File: src/source/mips_params.svh
`ifndef MIPS_PARAMS_SVH
`define MIPS_PARAMS_SVH

// datapath sizes.
`define DATA_W     32
`define REG_ADDR_W 5
`define REG_COUNT  32

// named registers, MIPS numbering.
`define REG_ZERO 5'd0 // hard-wired zero.
`define REG_AT   5'd1
`define REG_V0   5'd2
`define REG_A0   5'd4
`define REG_T0   5'd8
`define REG_S0   5'd16
`define REG_GP   5'd28
`define REG_SP   5'd29
`define REG_FP   5'd30
`define REG_RA   5'd31

`endif

File: src/source/mips_pkg.sv
package mips_pkg;

	// primary opcode, instr[31:26].
	typedef enum logic [5:0] {
		OP_RTYPE = 6'h00,
		OP_ADDI  = 6'h08,
		OP_SLTI  = 6'h0a,
		OP_ANDI  = 6'h0c,
		OP_ORI   = 6'h0d
	} opcode_t;

	// R-type function field, instr[5:0].
	typedef enum logic [5:0] {
		F_ADD = 6'h20,
		F_SUB = 6'h22,
		F_AND = 6'h24,
		F_OR  = 6'h25,
		F_XOR = 6'h26,
		F_NOR = 6'h27,
		F_SLT = 6'h2a
	} funct_t;

	typedef enum logic [2:0] {
		ALU_ADD = 3'd0,
		ALU_SUB = 3'd1,
		ALU_AND = 3'd2,
		ALU_OR  = 3'd3,
		ALU_XOR = 3'd4,
		ALU_NOR = 3'd5,
		ALU_SLT = 3'd6
	} alu_op_t;

	// one instruction at a time, three edges from accept to writeback.
	typedef enum logic [1:0] {
		S_IDLE = 2'd0,
		S_READ = 2'd1,
		S_EXEC = 2'd2,
		S_WB   = 2'd3
	} state_t;

endpackage

File: src/source/reg_file.sv
`timescale 1ns/1ps
`include "mips_params.svh"

module reg_file (
	input  logic                   clk,
	input  logic                   rst,
	input  logic                   write_ena,
	input  logic [`REG_ADDR_W-1:0] address1,
	input  logic [`REG_ADDR_W-1:0] address2,
	input  logic [`REG_ADDR_W-1:0] address3,
	input  logic [`DATA_W-1:0]     write_data,
	output logic [`DATA_W-1:0]     read_data1,
	output logic [`DATA_W-1:0]     read_data2
);

	// register 0 has no storage, it always reads zero.
	logic [`DATA_W-1:0] regs [1:`REG_COUNT-1];

	function automatic logic [`DATA_W-1:0] read_reg(input logic [`REG_ADDR_W-1:0] addr);
		if (addr == `REG_ZERO) begin
			return '0;
		end
		return regs[addr];
	endfunction

	always_ff @(posedge clk) begin
		if (!rst) begin
			for (int i = 1; i < `REG_COUNT; i++) begin
				regs[i] <= '0;
			end
			read_data1 <= '0;
			read_data2 <= '0;
		end else begin
			if (write_ena && address3 != `REG_ZERO) begin
				regs[address3] <= write_data; // writes to zero are dropped.
			end
			// reads see the value before this edge's write.
			read_data1 <= read_reg(address1);
			read_data2 <= read_reg(address2);
		end
	end

endmodule

File: src/source/alu.sv
`timescale 1ns/1ps
`include "mips_params.svh"

module alu (
	input  mips_pkg::alu_op_t  op,
	input  logic [`DATA_W-1:0] a,
	input  logic [`DATA_W-1:0] b,
	output logic [`DATA_W-1:0] result
);

	logic less; // signed compare for slt.

	assign less = $signed(a) < $signed(b);

	always_comb begin
		case (op)
			mips_pkg::ALU_ADD: begin
				result = a + b; // wraps, no overflow trap.
			end
			mips_pkg::ALU_SUB: begin
				result = a - b;
			end
			mips_pkg::ALU_AND: begin
				result = a & b;
			end
			mips_pkg::ALU_OR: begin
				result = a | b;
			end
			mips_pkg::ALU_XOR: begin
				result = a ^ b;
			end
			mips_pkg::ALU_NOR: begin
				result = ~(a | b);
			end
			mips_pkg::ALU_SLT: begin
				result = {{(`DATA_W-1){1'b0}}, less};
			end
			default: begin
				result = '0;
			end
		endcase
	end

endmodule

File: src/source/core_ctrl.sv
`timescale 1ns/1ps
`include "mips_params.svh"

module core_ctrl (
	input  logic                   clk,
	input  logic                   rst,
	input  logic                   instr_valid,
	input  logic [`DATA_W-1:0]     instr,
	output logic                   ready,
	output logic [`REG_ADDR_W-1:0] rs_addr,
	output logic [`REG_ADDR_W-1:0] rt_addr,
	input  logic [`DATA_W-1:0]     rd_data1,
	input  logic [`DATA_W-1:0]     rd_data2,
	output mips_pkg::alu_op_t      alu_op,
	output logic [`DATA_W-1:0]     alu_a,
	output logic [`DATA_W-1:0]     alu_b,
	input  logic [`DATA_W-1:0]     alu_result,
	output logic                   write_ena,
	output logic [`REG_ADDR_W-1:0] write_addr,
	output logic [`DATA_W-1:0]     write_data,
	output logic                   wb_valid,
	output logic                   illegal,
	output logic [`REG_ADDR_W-1:0] wb_addr,
	output logic [`DATA_W-1:0]     wb_data
);

	mips_pkg::state_t state;

	// decode of the incoming word.
	mips_pkg::alu_op_t      dec_op;
	logic [`REG_ADDR_W-1:0] dec_dest;
	logic                   dec_imm_sel;
	logic                   dec_sext;
	logic                   dec_illegal;
	logic [`DATA_W-1:0]     dec_imm;

	// held for the rest of the instruction.
	mips_pkg::alu_op_t      op_q;
	logic [`REG_ADDR_W-1:0] rs_q;
	logic [`REG_ADDR_W-1:0] rt_q;
	logic [`REG_ADDR_W-1:0] dest_q;
	logic                   imm_sel_q;
	logic                   illegal_q;
	logic [`DATA_W-1:0]     imm_q;
	logic [`DATA_W-1:0]     result_q;

	always_comb begin
		dec_op      = mips_pkg::ALU_ADD;
		dec_dest    = instr[20:16]; // rt for I-type.
		dec_imm_sel = 1'b1;
		dec_sext    = 1'b1;
		dec_illegal = 1'b0;
		case (mips_pkg::opcode_t'(instr[31:26]))
			mips_pkg::OP_RTYPE: begin
				dec_dest    = instr[15:11];
				dec_imm_sel = 1'b0;
				case (mips_pkg::funct_t'(instr[5:0]))
					mips_pkg::F_ADD: dec_op = mips_pkg::ALU_ADD;
					mips_pkg::F_SUB: dec_op = mips_pkg::ALU_SUB;
					mips_pkg::F_AND: dec_op = mips_pkg::ALU_AND;
					mips_pkg::F_OR:  dec_op = mips_pkg::ALU_OR;
					mips_pkg::F_XOR: dec_op = mips_pkg::ALU_XOR;
					mips_pkg::F_NOR: dec_op = mips_pkg::ALU_NOR;
					mips_pkg::F_SLT: dec_op = mips_pkg::ALU_SLT;
					default:         dec_illegal = 1'b1;
				endcase
			end
			mips_pkg::OP_ADDI: dec_op = mips_pkg::ALU_ADD;
			mips_pkg::OP_SLTI: dec_op = mips_pkg::ALU_SLT;
			mips_pkg::OP_ANDI: begin
				dec_op   = mips_pkg::ALU_AND;
				dec_sext = 1'b0; // logical ops zero extend.
			end
			mips_pkg::OP_ORI: begin
				dec_op   = mips_pkg::ALU_OR;
				dec_sext = 1'b0;
			end
			default: dec_illegal = 1'b1;
		endcase
	end

	assign dec_imm = dec_sext ? {{(`DATA_W-16){instr[15]}}, instr[15:0]}
	                          : {{(`DATA_W-16){1'b0}}, instr[15:0]};

	always_ff @(posedge clk) begin
		if (!rst) begin
			state     <= mips_pkg::S_IDLE;
			rs_q      <= `REG_ZERO;
			rt_q      <= `REG_ZERO;
			illegal_q <= 1'b0;
		end else begin
			case (state)
				mips_pkg::S_IDLE: begin
					if (instr_valid) begin
						state     <= mips_pkg::S_READ;
						rs_q      <= instr[25:21];
						rt_q      <= instr[20:16];
						illegal_q <= dec_illegal;
					end
				end
				mips_pkg::S_READ: state <= mips_pkg::S_EXEC;
				mips_pkg::S_EXEC: state <= mips_pkg::S_WB;
				default:          state <= mips_pkg::S_IDLE;
			endcase
		end
	end

	always_ff @(posedge clk) begin
		if (ready && instr_valid) begin
			op_q      <= dec_op;
			dest_q    <= dec_dest;
			imm_sel_q <= dec_imm_sel;
			imm_q     <= dec_imm;
		end
		if (state == mips_pkg::S_EXEC) begin
			result_q <= alu_result;
		end
	end

	assign ready   = (state == mips_pkg::S_IDLE);
	assign rs_addr = rs_q;
	assign rt_addr = rt_q;

	// operands come straight from the register file outputs in S_EXEC.
	assign alu_op = op_q;
	assign alu_a  = rd_data1;
	assign alu_b  = imm_sel_q ? imm_q : rd_data2;

	assign wb_valid   = (state == mips_pkg::S_WB) && !illegal_q;
	assign illegal    = (state == mips_pkg::S_WB) && illegal_q;
	assign write_ena  = wb_valid;
	assign write_addr = dest_q;
	assign write_data = result_q;
	assign wb_addr    = dest_q;
	assign wb_data    = result_q;

endmodule

File: src/source/mips_core.sv
`timescale 1ns/1ps
`include "mips_params.svh"

module mips_core (
	input  logic                   clk,
	input  logic                   rst,
	input  logic                   instr_valid,
	input  logic [`DATA_W-1:0]     instr,
	output logic                   ready,
	output logic                   wb_valid,
	output logic [`REG_ADDR_W-1:0] wb_addr,
	output logic [`DATA_W-1:0]     wb_data,
	output logic                   illegal
);

	logic [`REG_ADDR_W-1:0] rs_addr;
	logic [`REG_ADDR_W-1:0] rt_addr;
	logic [`DATA_W-1:0]     rd_data1;
	logic [`DATA_W-1:0]     rd_data2;
	logic                   write_ena;
	logic [`REG_ADDR_W-1:0] write_addr;
	logic [`DATA_W-1:0]     write_data;
	mips_pkg::alu_op_t      alu_op;
	logic [`DATA_W-1:0]     alu_a;
	logic [`DATA_W-1:0]     alu_b;
	logic [`DATA_W-1:0]     alu_result;

	core_ctrl i_ctrl (
		.clk         (clk),
		.rst         (rst),
		.instr_valid (instr_valid),
		.instr       (instr),
		.ready       (ready),
		.rs_addr     (rs_addr),
		.rt_addr     (rt_addr),
		.rd_data1    (rd_data1),
		.rd_data2    (rd_data2),
		.alu_op      (alu_op),
		.alu_a       (alu_a),
		.alu_b       (alu_b),
		.alu_result  (alu_result),
		.write_ena   (write_ena),
		.write_addr  (write_addr),
		.write_data  (write_data),
		.wb_valid    (wb_valid),
		.illegal     (illegal),
		.wb_addr     (wb_addr),
		.wb_data     (wb_data)
	);

	reg_file i_regs (
		.clk        (clk),
		.rst        (rst),
		.write_ena  (write_ena),
		.address1   (rs_addr),
		.address2   (rt_addr),
		.address3   (write_addr),
		.write_data (write_data),
		.read_data1 (rd_data1),
		.read_data2 (rd_data2)
	);

	alu i_alu (
		.op     (alu_op),
		.a      (alu_a),
		.b      (alu_b),
		.result (alu_result)
	);

endmodule

File: config.mk
export PLATFORM = sky130hd
export DESIGN_NAME = mips_core
export DESIGN_NICKNAME = d
export VERILOG_FILES = /design/src/source/mips_pkg.sv /design/src/source/reg_file.sv /design/src/source/alu.sv /design/src/source/core_ctrl.sv /design/src/source/mips_core.sv
export VERILOG_INCLUDE_DIRS = /design/src /design/src/source
export SDC_FILE = /design/constraint.sdc
export NUM_CORES = 2
export LEC_CHECK = 0
export ABC_CLOCK_PERIOD_IN_PS = 5000
export BUFFER_PORTS_ARGS = -buffer_cell sky130_fd_sc_hd__buf_2
export CAP_MARGIN = 25
export CORE_MARGIN = 3
export CORE_UTILIZATION = 40
export CTS_CLUSTER_DIAMETER = 80
export CTS_CLUSTER_SIZE = 10
export DETAILED_ROUTE_END_ITERATION = 10
export SYNTH_ARGS = -nofsm -noshare
export SYNTH_HDL_FRONTEND = slang
export SYNTH_SLANG_ARGS = --single-unit
File: constraint.sdc
create_clock -name clk -period 5 [get_ports clk]
set_input_delay 0.25 -clock clk [delete_from_list [all_inputs] [get_ports clk]]
set_output_delay 0.25 -clock clk [all_outputs]
set_load 0.05 [all_outputs]
# ---- After elaboration in Yosys (flattened, before gate mapping)
# Memory sizes are Yosys's and may differ from the RTL's. A register that Yosys moved wholly into a read port is not among the register bits.
# Cells that the tools add are included.
dict set report word_totals {
  latch_bits 0
  in_bits 35
  ram_bits 992
  output_inout_bits 40
  rom_bits 0
  regBits 135
  elab_cells 86
  n_memories 1
}
# memory depth word_bits rd rd_clocked_by_memory_dff write_ports line
set memory_table {}
lappend memory_table {i_regs.regs 31 32 2 2 31 reg_file.sv:17} ;# logic [`DATA_W-1:0] regs [1:`REG_COUNT-1];
dict set report classes {
  n_reduce_logical 16
  n_mul 0
  add_sub_neg 2
  shifts 0
  magnitude_cmp 1
  n_bitwise 4
  eq_ne 21
  div_mod_pow 0
  mux 29
}
# op count
set op_table {}
lappend op_table {{$pmux 32 s7} 1}
lappend op_table {{$mux 32} 6}
lappend op_table {{$eq 6x6->1 const B} 7}
lappend op_table {{$add 32x32->32} 1}
lappend op_table {{$and 32x32->32} 1}
lappend op_table {{$lt 32x32->1} 1}
lappend op_table {{$not 32->32} 1}
lappend op_table {{$or 32x32->32} 1}
lappend op_table {{$reduce_or 32->1} 1}
lappend op_table {{$sub 32x32->32} 1}
lappend op_table {{$xor 32x32->32} 1}
lappend op_table {{$mux 5} 6}
lappend op_table {{$eq 6x4->1 const B} 4}
lappend op_table {{$pmux 3 s6} 1}
lappend op_table {{$pmux 3 s4} 1}
lappend op_table {{$mux 1} 11}
lappend op_table {{$logic_not 5->1} 2}
lappend op_table {{$eq 3x3->1 const B} 3}
lappend op_table {{$reduce_or 7->1} 1}
lappend op_table {{$eq 3x2->1 const B} 2}
lappend op_table {{$logic_not 6->1} 1}
lappend op_table {{$pmux 2 s3} 1}
lappend op_table {{$reduce_bool 5->1} 1}
lappend op_table {{$eq 2x2->1 const B} 2}
lappend op_table {{12 further kinds} 15}

# ---- Longest topological paths before layout
dict set report depth {
  word_depth 8
  mapped_depth 16
  ltp_nobuf 14
}

# ---- Cells and area by module
# From an unflattened synthesis, not the netlist that was laid out.
dict set report hier_totals {
  cells_unflattened 4726
  area_unflattened_um2 64485.6
}
# module cells_each seq_area_each_um2 area_each_um2 n_inst
set modules_own_cells {}
lappend modules_own_cells {reg_file 3601 32030.7 55647.1 1}
lappend modules_own_cells {alu 844 0.0 5403.9 1}
lappend modules_own_cells {core_ctrl 281 2001.9 3434.5 1}

# ---- Worst setup path before layout
# No wires, ideal clock.
dict set report synth_path {
  path_kind {reg-to-reg}
  start {register i_ctrl.state[1]}
  end {memory i_regs.regs[30][0] in the netlist's numbering (enable)}
  setup_ns 0.466
  path_slack_ns 0.269
  arrival_ns 4.266
  stages_incl_launch_ff 8
  path_buffers 1
  synth_period_minus_slack_ns 4.731
  required_time_ns 4.534
  cell_sequence {dfxtp_1 ha_1 nor2b_1 nand2_1 nor2_1 nand2_1 clkbuf_1 o21ai_0}
}
# item line
set synth_rtl {}
lappend synth_rtl {{start: declaration} core_ctrl.sv:27} ;# mips_pkg::state_t state;
lappend synth_rtl {{start signal: assignment} core_ctrl.sv:87} ;# state <= mips_pkg::S_IDLE;
lappend synth_rtl {{start signal: assignment} core_ctrl.sv:95} ;# state <= mips_pkg::S_READ;
lappend synth_rtl {{start signal: assignment} core_ctrl.sv:101} ;# mips_pkg::S_READ: state <= mips_pkg::S_EXEC;
lappend synth_rtl {{end: declaration} reg_file.sv:17}

# ---- Worst setup path after layout
dict set report layout_path {
  start {register i_ctrl.imm_sel_q}
  end {register i_ctrl.result_q[31], in the netlist i_ctrl.wb_data[31] (data pin)}
}
dict set report layout_via {
  elab_chain_len 4
  elab_cells_between_ends 8
  classes_between {add/sub: 2; mux: 2; bitwise: 4}
}
# item line
set layout_rtl {}
lappend layout_rtl {{start: declaration} core_ctrl.sv:42} ;# logic imm_sel_q;
lappend layout_rtl {{start signal: assignment} core_ctrl.sv:112} ;# imm_sel_q <= dec_imm_sel;
lappend layout_rtl {{$mux 32 (*)} core_ctrl.sv:127} ;# assign alu_b = imm_sel_q ? imm_q : rd_data2;
lappend layout_rtl {{branches (longest 2 deep; another with $sub 32x32->32)} n/a}
lappend layout_rtl {{$pmux 32 s7 (*)} alu.sv:16} ;# case (op)
lappend layout_rtl {{via alu_result[31]} mips_core.sv:26} ;# logic [`DATA_W-1:0] alu_result;
lappend layout_rtl {{end signal: assignment} core_ctrl.sv:116} ;# result_q <= alu_result;
lappend layout_rtl {{end: declaration} core_ctrl.sv:45} ;# logic [`DATA_W-1:0] result_q;
# Mark *: on every way through the listed nets, which the timed path passes.
# A chain may end at the register's enable or synchronous reset.

==> summary.md <==
| Metric | Value |
|---|---|
| Post-CTS sizing | 0 |
| Vias/cell | 6.22 |
| Worst Path Arrival | 4.64 ns |
| Crit Path Class | reg -> reg |
| Number of nets in the layout | 4,556 |
| Crit-path max cell delay | 0.50 ns |
| Clk_lat worst skew | 0.79 ns |
| Post-synth top flop | edfxtp_1 |
| Pre-Repair DR Iteration Count | 6 |
| Setup_tns | 0 ns |
| Post-DP HPWL | 136,000 um |
| Footprint of the multi-input gates | 28,300 um^2 |
| Tmin final | 4.18 ns |
| Syn Inst Count | 4,364 |
| Initial cell density of the core | 40.6% |
| Cts hold-fix bufs | 36 |
| Num CTS Buffers | 137 |
| Post-synth top area cell | edfxtp_1 |
| Syn. warnings | 0 |
| Leakage | 0.0251 uW |
| WL final | 218,000 um |
| Die area | 164,000 um^2 |
| Fraction of registers with async set/reset | 0% |
| Antenna violations before repair | 24 |
| Syn_area_per_cell | 14.6 um^2 |
| Vias in the first global route | 40,600 |
| Crit Path Max Fanout | 14 |
| Seq/Total Area, Yosys | 53.6% |
| Port Buffers | 74 |
| Max-Cap Viols | 0 |
| CTS Buffer Depth | 3 |
| Vias | 40,600 |
| Synth top area share | 50.9% |
| Number of setup violations in the final report | 0 |
| Synth Cell Area | 63,800 um^2 |
| Largest net degree at the start of global routing | 68 |
| Total power | 31,400 uW |
| Layout cells sized above 1 | 25.9% |
| Post-synth EDFFs | 1,082 |
| Crit. End Element | flop |
| # DRC | 0 |
| Crit-path leading delay family | simple AND/OR/NAND/NOR gates |
| Worst Tran Pin Value | 1.12 ns |
| Root Buffer | clkbuf_16 |
| Status | finished clean |
| Clock transition at path regs | 0.06 ns |
| Synth area leaders | edfxtp_1 (51%), mux4_2 (23%), and2_1 (9.7%) |
| CORE AREA | 157,000 um^2 |
| Area Overhead vs Synth | 13.2% |
| Achievable Freq | 239 MHz |
| Register area | 34,300 um^2 |
| Yosys cell types | 88 |
| Layout Skew | 0.0349 ns |
| Filler cells | 13,500 |
| RSZ-0062 raised after global routing | no |
| Required @ worst endpoint | 5.46 ns |
| Buffers and inverters on the worst path | 1 |
| Gr ovfl total | 0 |
| Clock sink count | 1,169 |
| Cells along the critical path | buf_4, mux2i_1, ha_1, o21ai_1, nor3_1, o21ai_1, nand4_1, nand4_2, or4_4, a41oi_2, mux2i_1, o211ai_1 |
| Gpl congestion | 0.900 |
| DIE WIDTH | 405 um |
| Power Density | 434 nW/um^2 |
| Slew HR | 25.1% |
| Synth Register Bits | 1,169 |
| Drt wl/cell | 33.4 um |
| Row Count | 145 |
| Hold WC Path Type | in -> reg |
| First-pass GRT wire length | 308,000 um |
| H-tree depth | 4 |
| Overall Global Routing Usage | 26.6% |
| Starting DRC count in detailed routing | 5,750 |
| Setup bufs post-CTS | 0 |
| Startpoint Class | flop |
| Maximum vdd drop | 396 uV |
| Final slew viol count | 0 |
| CTS tree | done |
| Antenna Nets Post-Route | 0 |
| Final Hold Viols | 0 |
| Fin crit share | 83.5% |
| CP max stage cell | edfxtp_1 |
| Chip height | 405 um |
| IO Count | 75 |
-- path summary, 6_finish.rpt --
check	start	to	slack, ns	cells after the start
max	i_ctrl.imm_sel_q	i_ctrl.wb_data[31]	0.82	12
min	instr[31]	i_ctrl.illegal_q	0.12	5
max reg2reg	i_ctrl.imm_sel_q	i_ctrl.wb_data[31]	0.82	12
min reg2reg	i_ctrl.rs_addr[3]	flop	0.49	2
-- synth_stat cells (14+ instances only) --
master    number
dfxtp_1       87
o22ai_1       14
and2_1       994
buf_1         28
o211ai_1      16
o21ai_0       96
inv_1        103
a21boi_0      20
edfxtp_1    1082
buf_2         56
mux4_2       640
nand2_1       90
nor2_1       197
clkbuf_1     330
mux2i_1       90
nor3_1        35
ha_1         105
nand3_1       18
a21oi_1      111
-- metrics by stage --
step                      utilization (%)  instances  instance area (um^2)  worst slack [ns]  hold slack, ns
after floorplan                         -       4395                 64000             0.269           0.349
final                                45.9       6526                 72200             0.824           0.119
after CTS                            45.8       6517                 72100             0.884          0.0782
after detailed placement             43.2       6293                 67900             0.922           0.435
after global placement               43.0       6284                 67700             0.937           0.434
after global routing                 45.9       6521                 72200             0.574           0.170
-- tightest hold or removal path, stage by stage --
cell      delay (ns)
buf_2           0.11
nor2_1          0.16
a311oi_1        0.15
a21oi_1         0.14
nor2b_1         0.05
-- cell type report --
class	count	share of cell area, %
sequential	1169	47.4
multi-input combinational	2703	39.2
clock buffer	175	5.12
timing repair buffer	297	3.97
tap	2058	3.56
inverter	106	0.551
clock inverter	13	0.182
antenna	5	0.0173
-- sequential cells by signal (all words and copies together) (netlist names), 2 cells and up, named ones only --
name,flops
i_regs.read_data2,32
i_regs.regs,1024
i_ctrl.wb_data,32
i_ctrl.alu_op,3
i_ctrl.state,2
i_ctrl.rt_addr,5
i_regs.read_data1,32
i_ctrl.rs_addr,5
i_ctrl.wb_addr,5
i_ctrl.imm_q,17
-- kinds of logic (layout without fill, tap and decap cells) --
kind of cell	after synthesis	after routing	synth area share, %
buf+inv	523	591	3.21
fa+ha+maj	107	107	2.12
mux	736	736	24.1
xor+xnor	16	16	0.220
other cells	1	37	0.00587
simple gates	1417	1417	12.7
compound gates	395	395	3.98
flops	1169	1169	53.6
-- per-layer routing --
layer | track usage (%) | part of all wire [%]
met2 | 42.4 | 47
met1 | 36.3 | 39
met3 | 5.98 | 9.9
met5 | 0 | 0
met4 | 8.78 | 3.4
-- placed cells by master (no fill, tap or decap), types with 10 or more instances in the layout --
| cell | count |
|---|---|
| inv_1 | 103 |
| mux2i_1 | 90 |
| nand2_1 | 90 |
| nor2_1 | 166 |
| a21o_1 | 10 |
| dlygate4sd3_1 | 36 |
| xnor2_1 | 13 |
| nand4_1 | 12 |
| o21bai_1 | 12 |
| nor2b_1 | 13 |
| edfxtp_1 | 1082 |
| buf_2 | 73 |
| o221ai_1 | 10 |
| o21ai_4 | 33 |
| nor3_1 | 34 |
| a211oi_1 | 13 |
| o21ai_0 | 65 |
| buf_12 | 43 |
| mux4_2 | 640 |
| a21oi_1 | 111 |
| o22ai_1 | 14 |
| dfxtp_1 | 77 |
| buf_4 | 134 |
| o211ai_1 | 16 |
| and2_1 | 994 |
| clkbuf_1 | 32 |
| nor2_4 | 31 |
| nand2b_1 | 13 |
| a31oi_1 | 11 |
| nand3_1 | 18 |
| ha_1 | 104 |
| conb_1 | 32 |
| clkbuf_16 | 143 |
| a21boi_0 | 20 |
-- report_power, final --
group | internal [uW] | leakage [uW] | switching [uW] | total, uW
registers | 11400 | 0.0118 | 779 | 12200
clock network | 5140 | 0.00185 | 4010 | 9150
logic | 3860 | 0.0114 | 6150 | 10000
(Power assumes the default switching activity.)
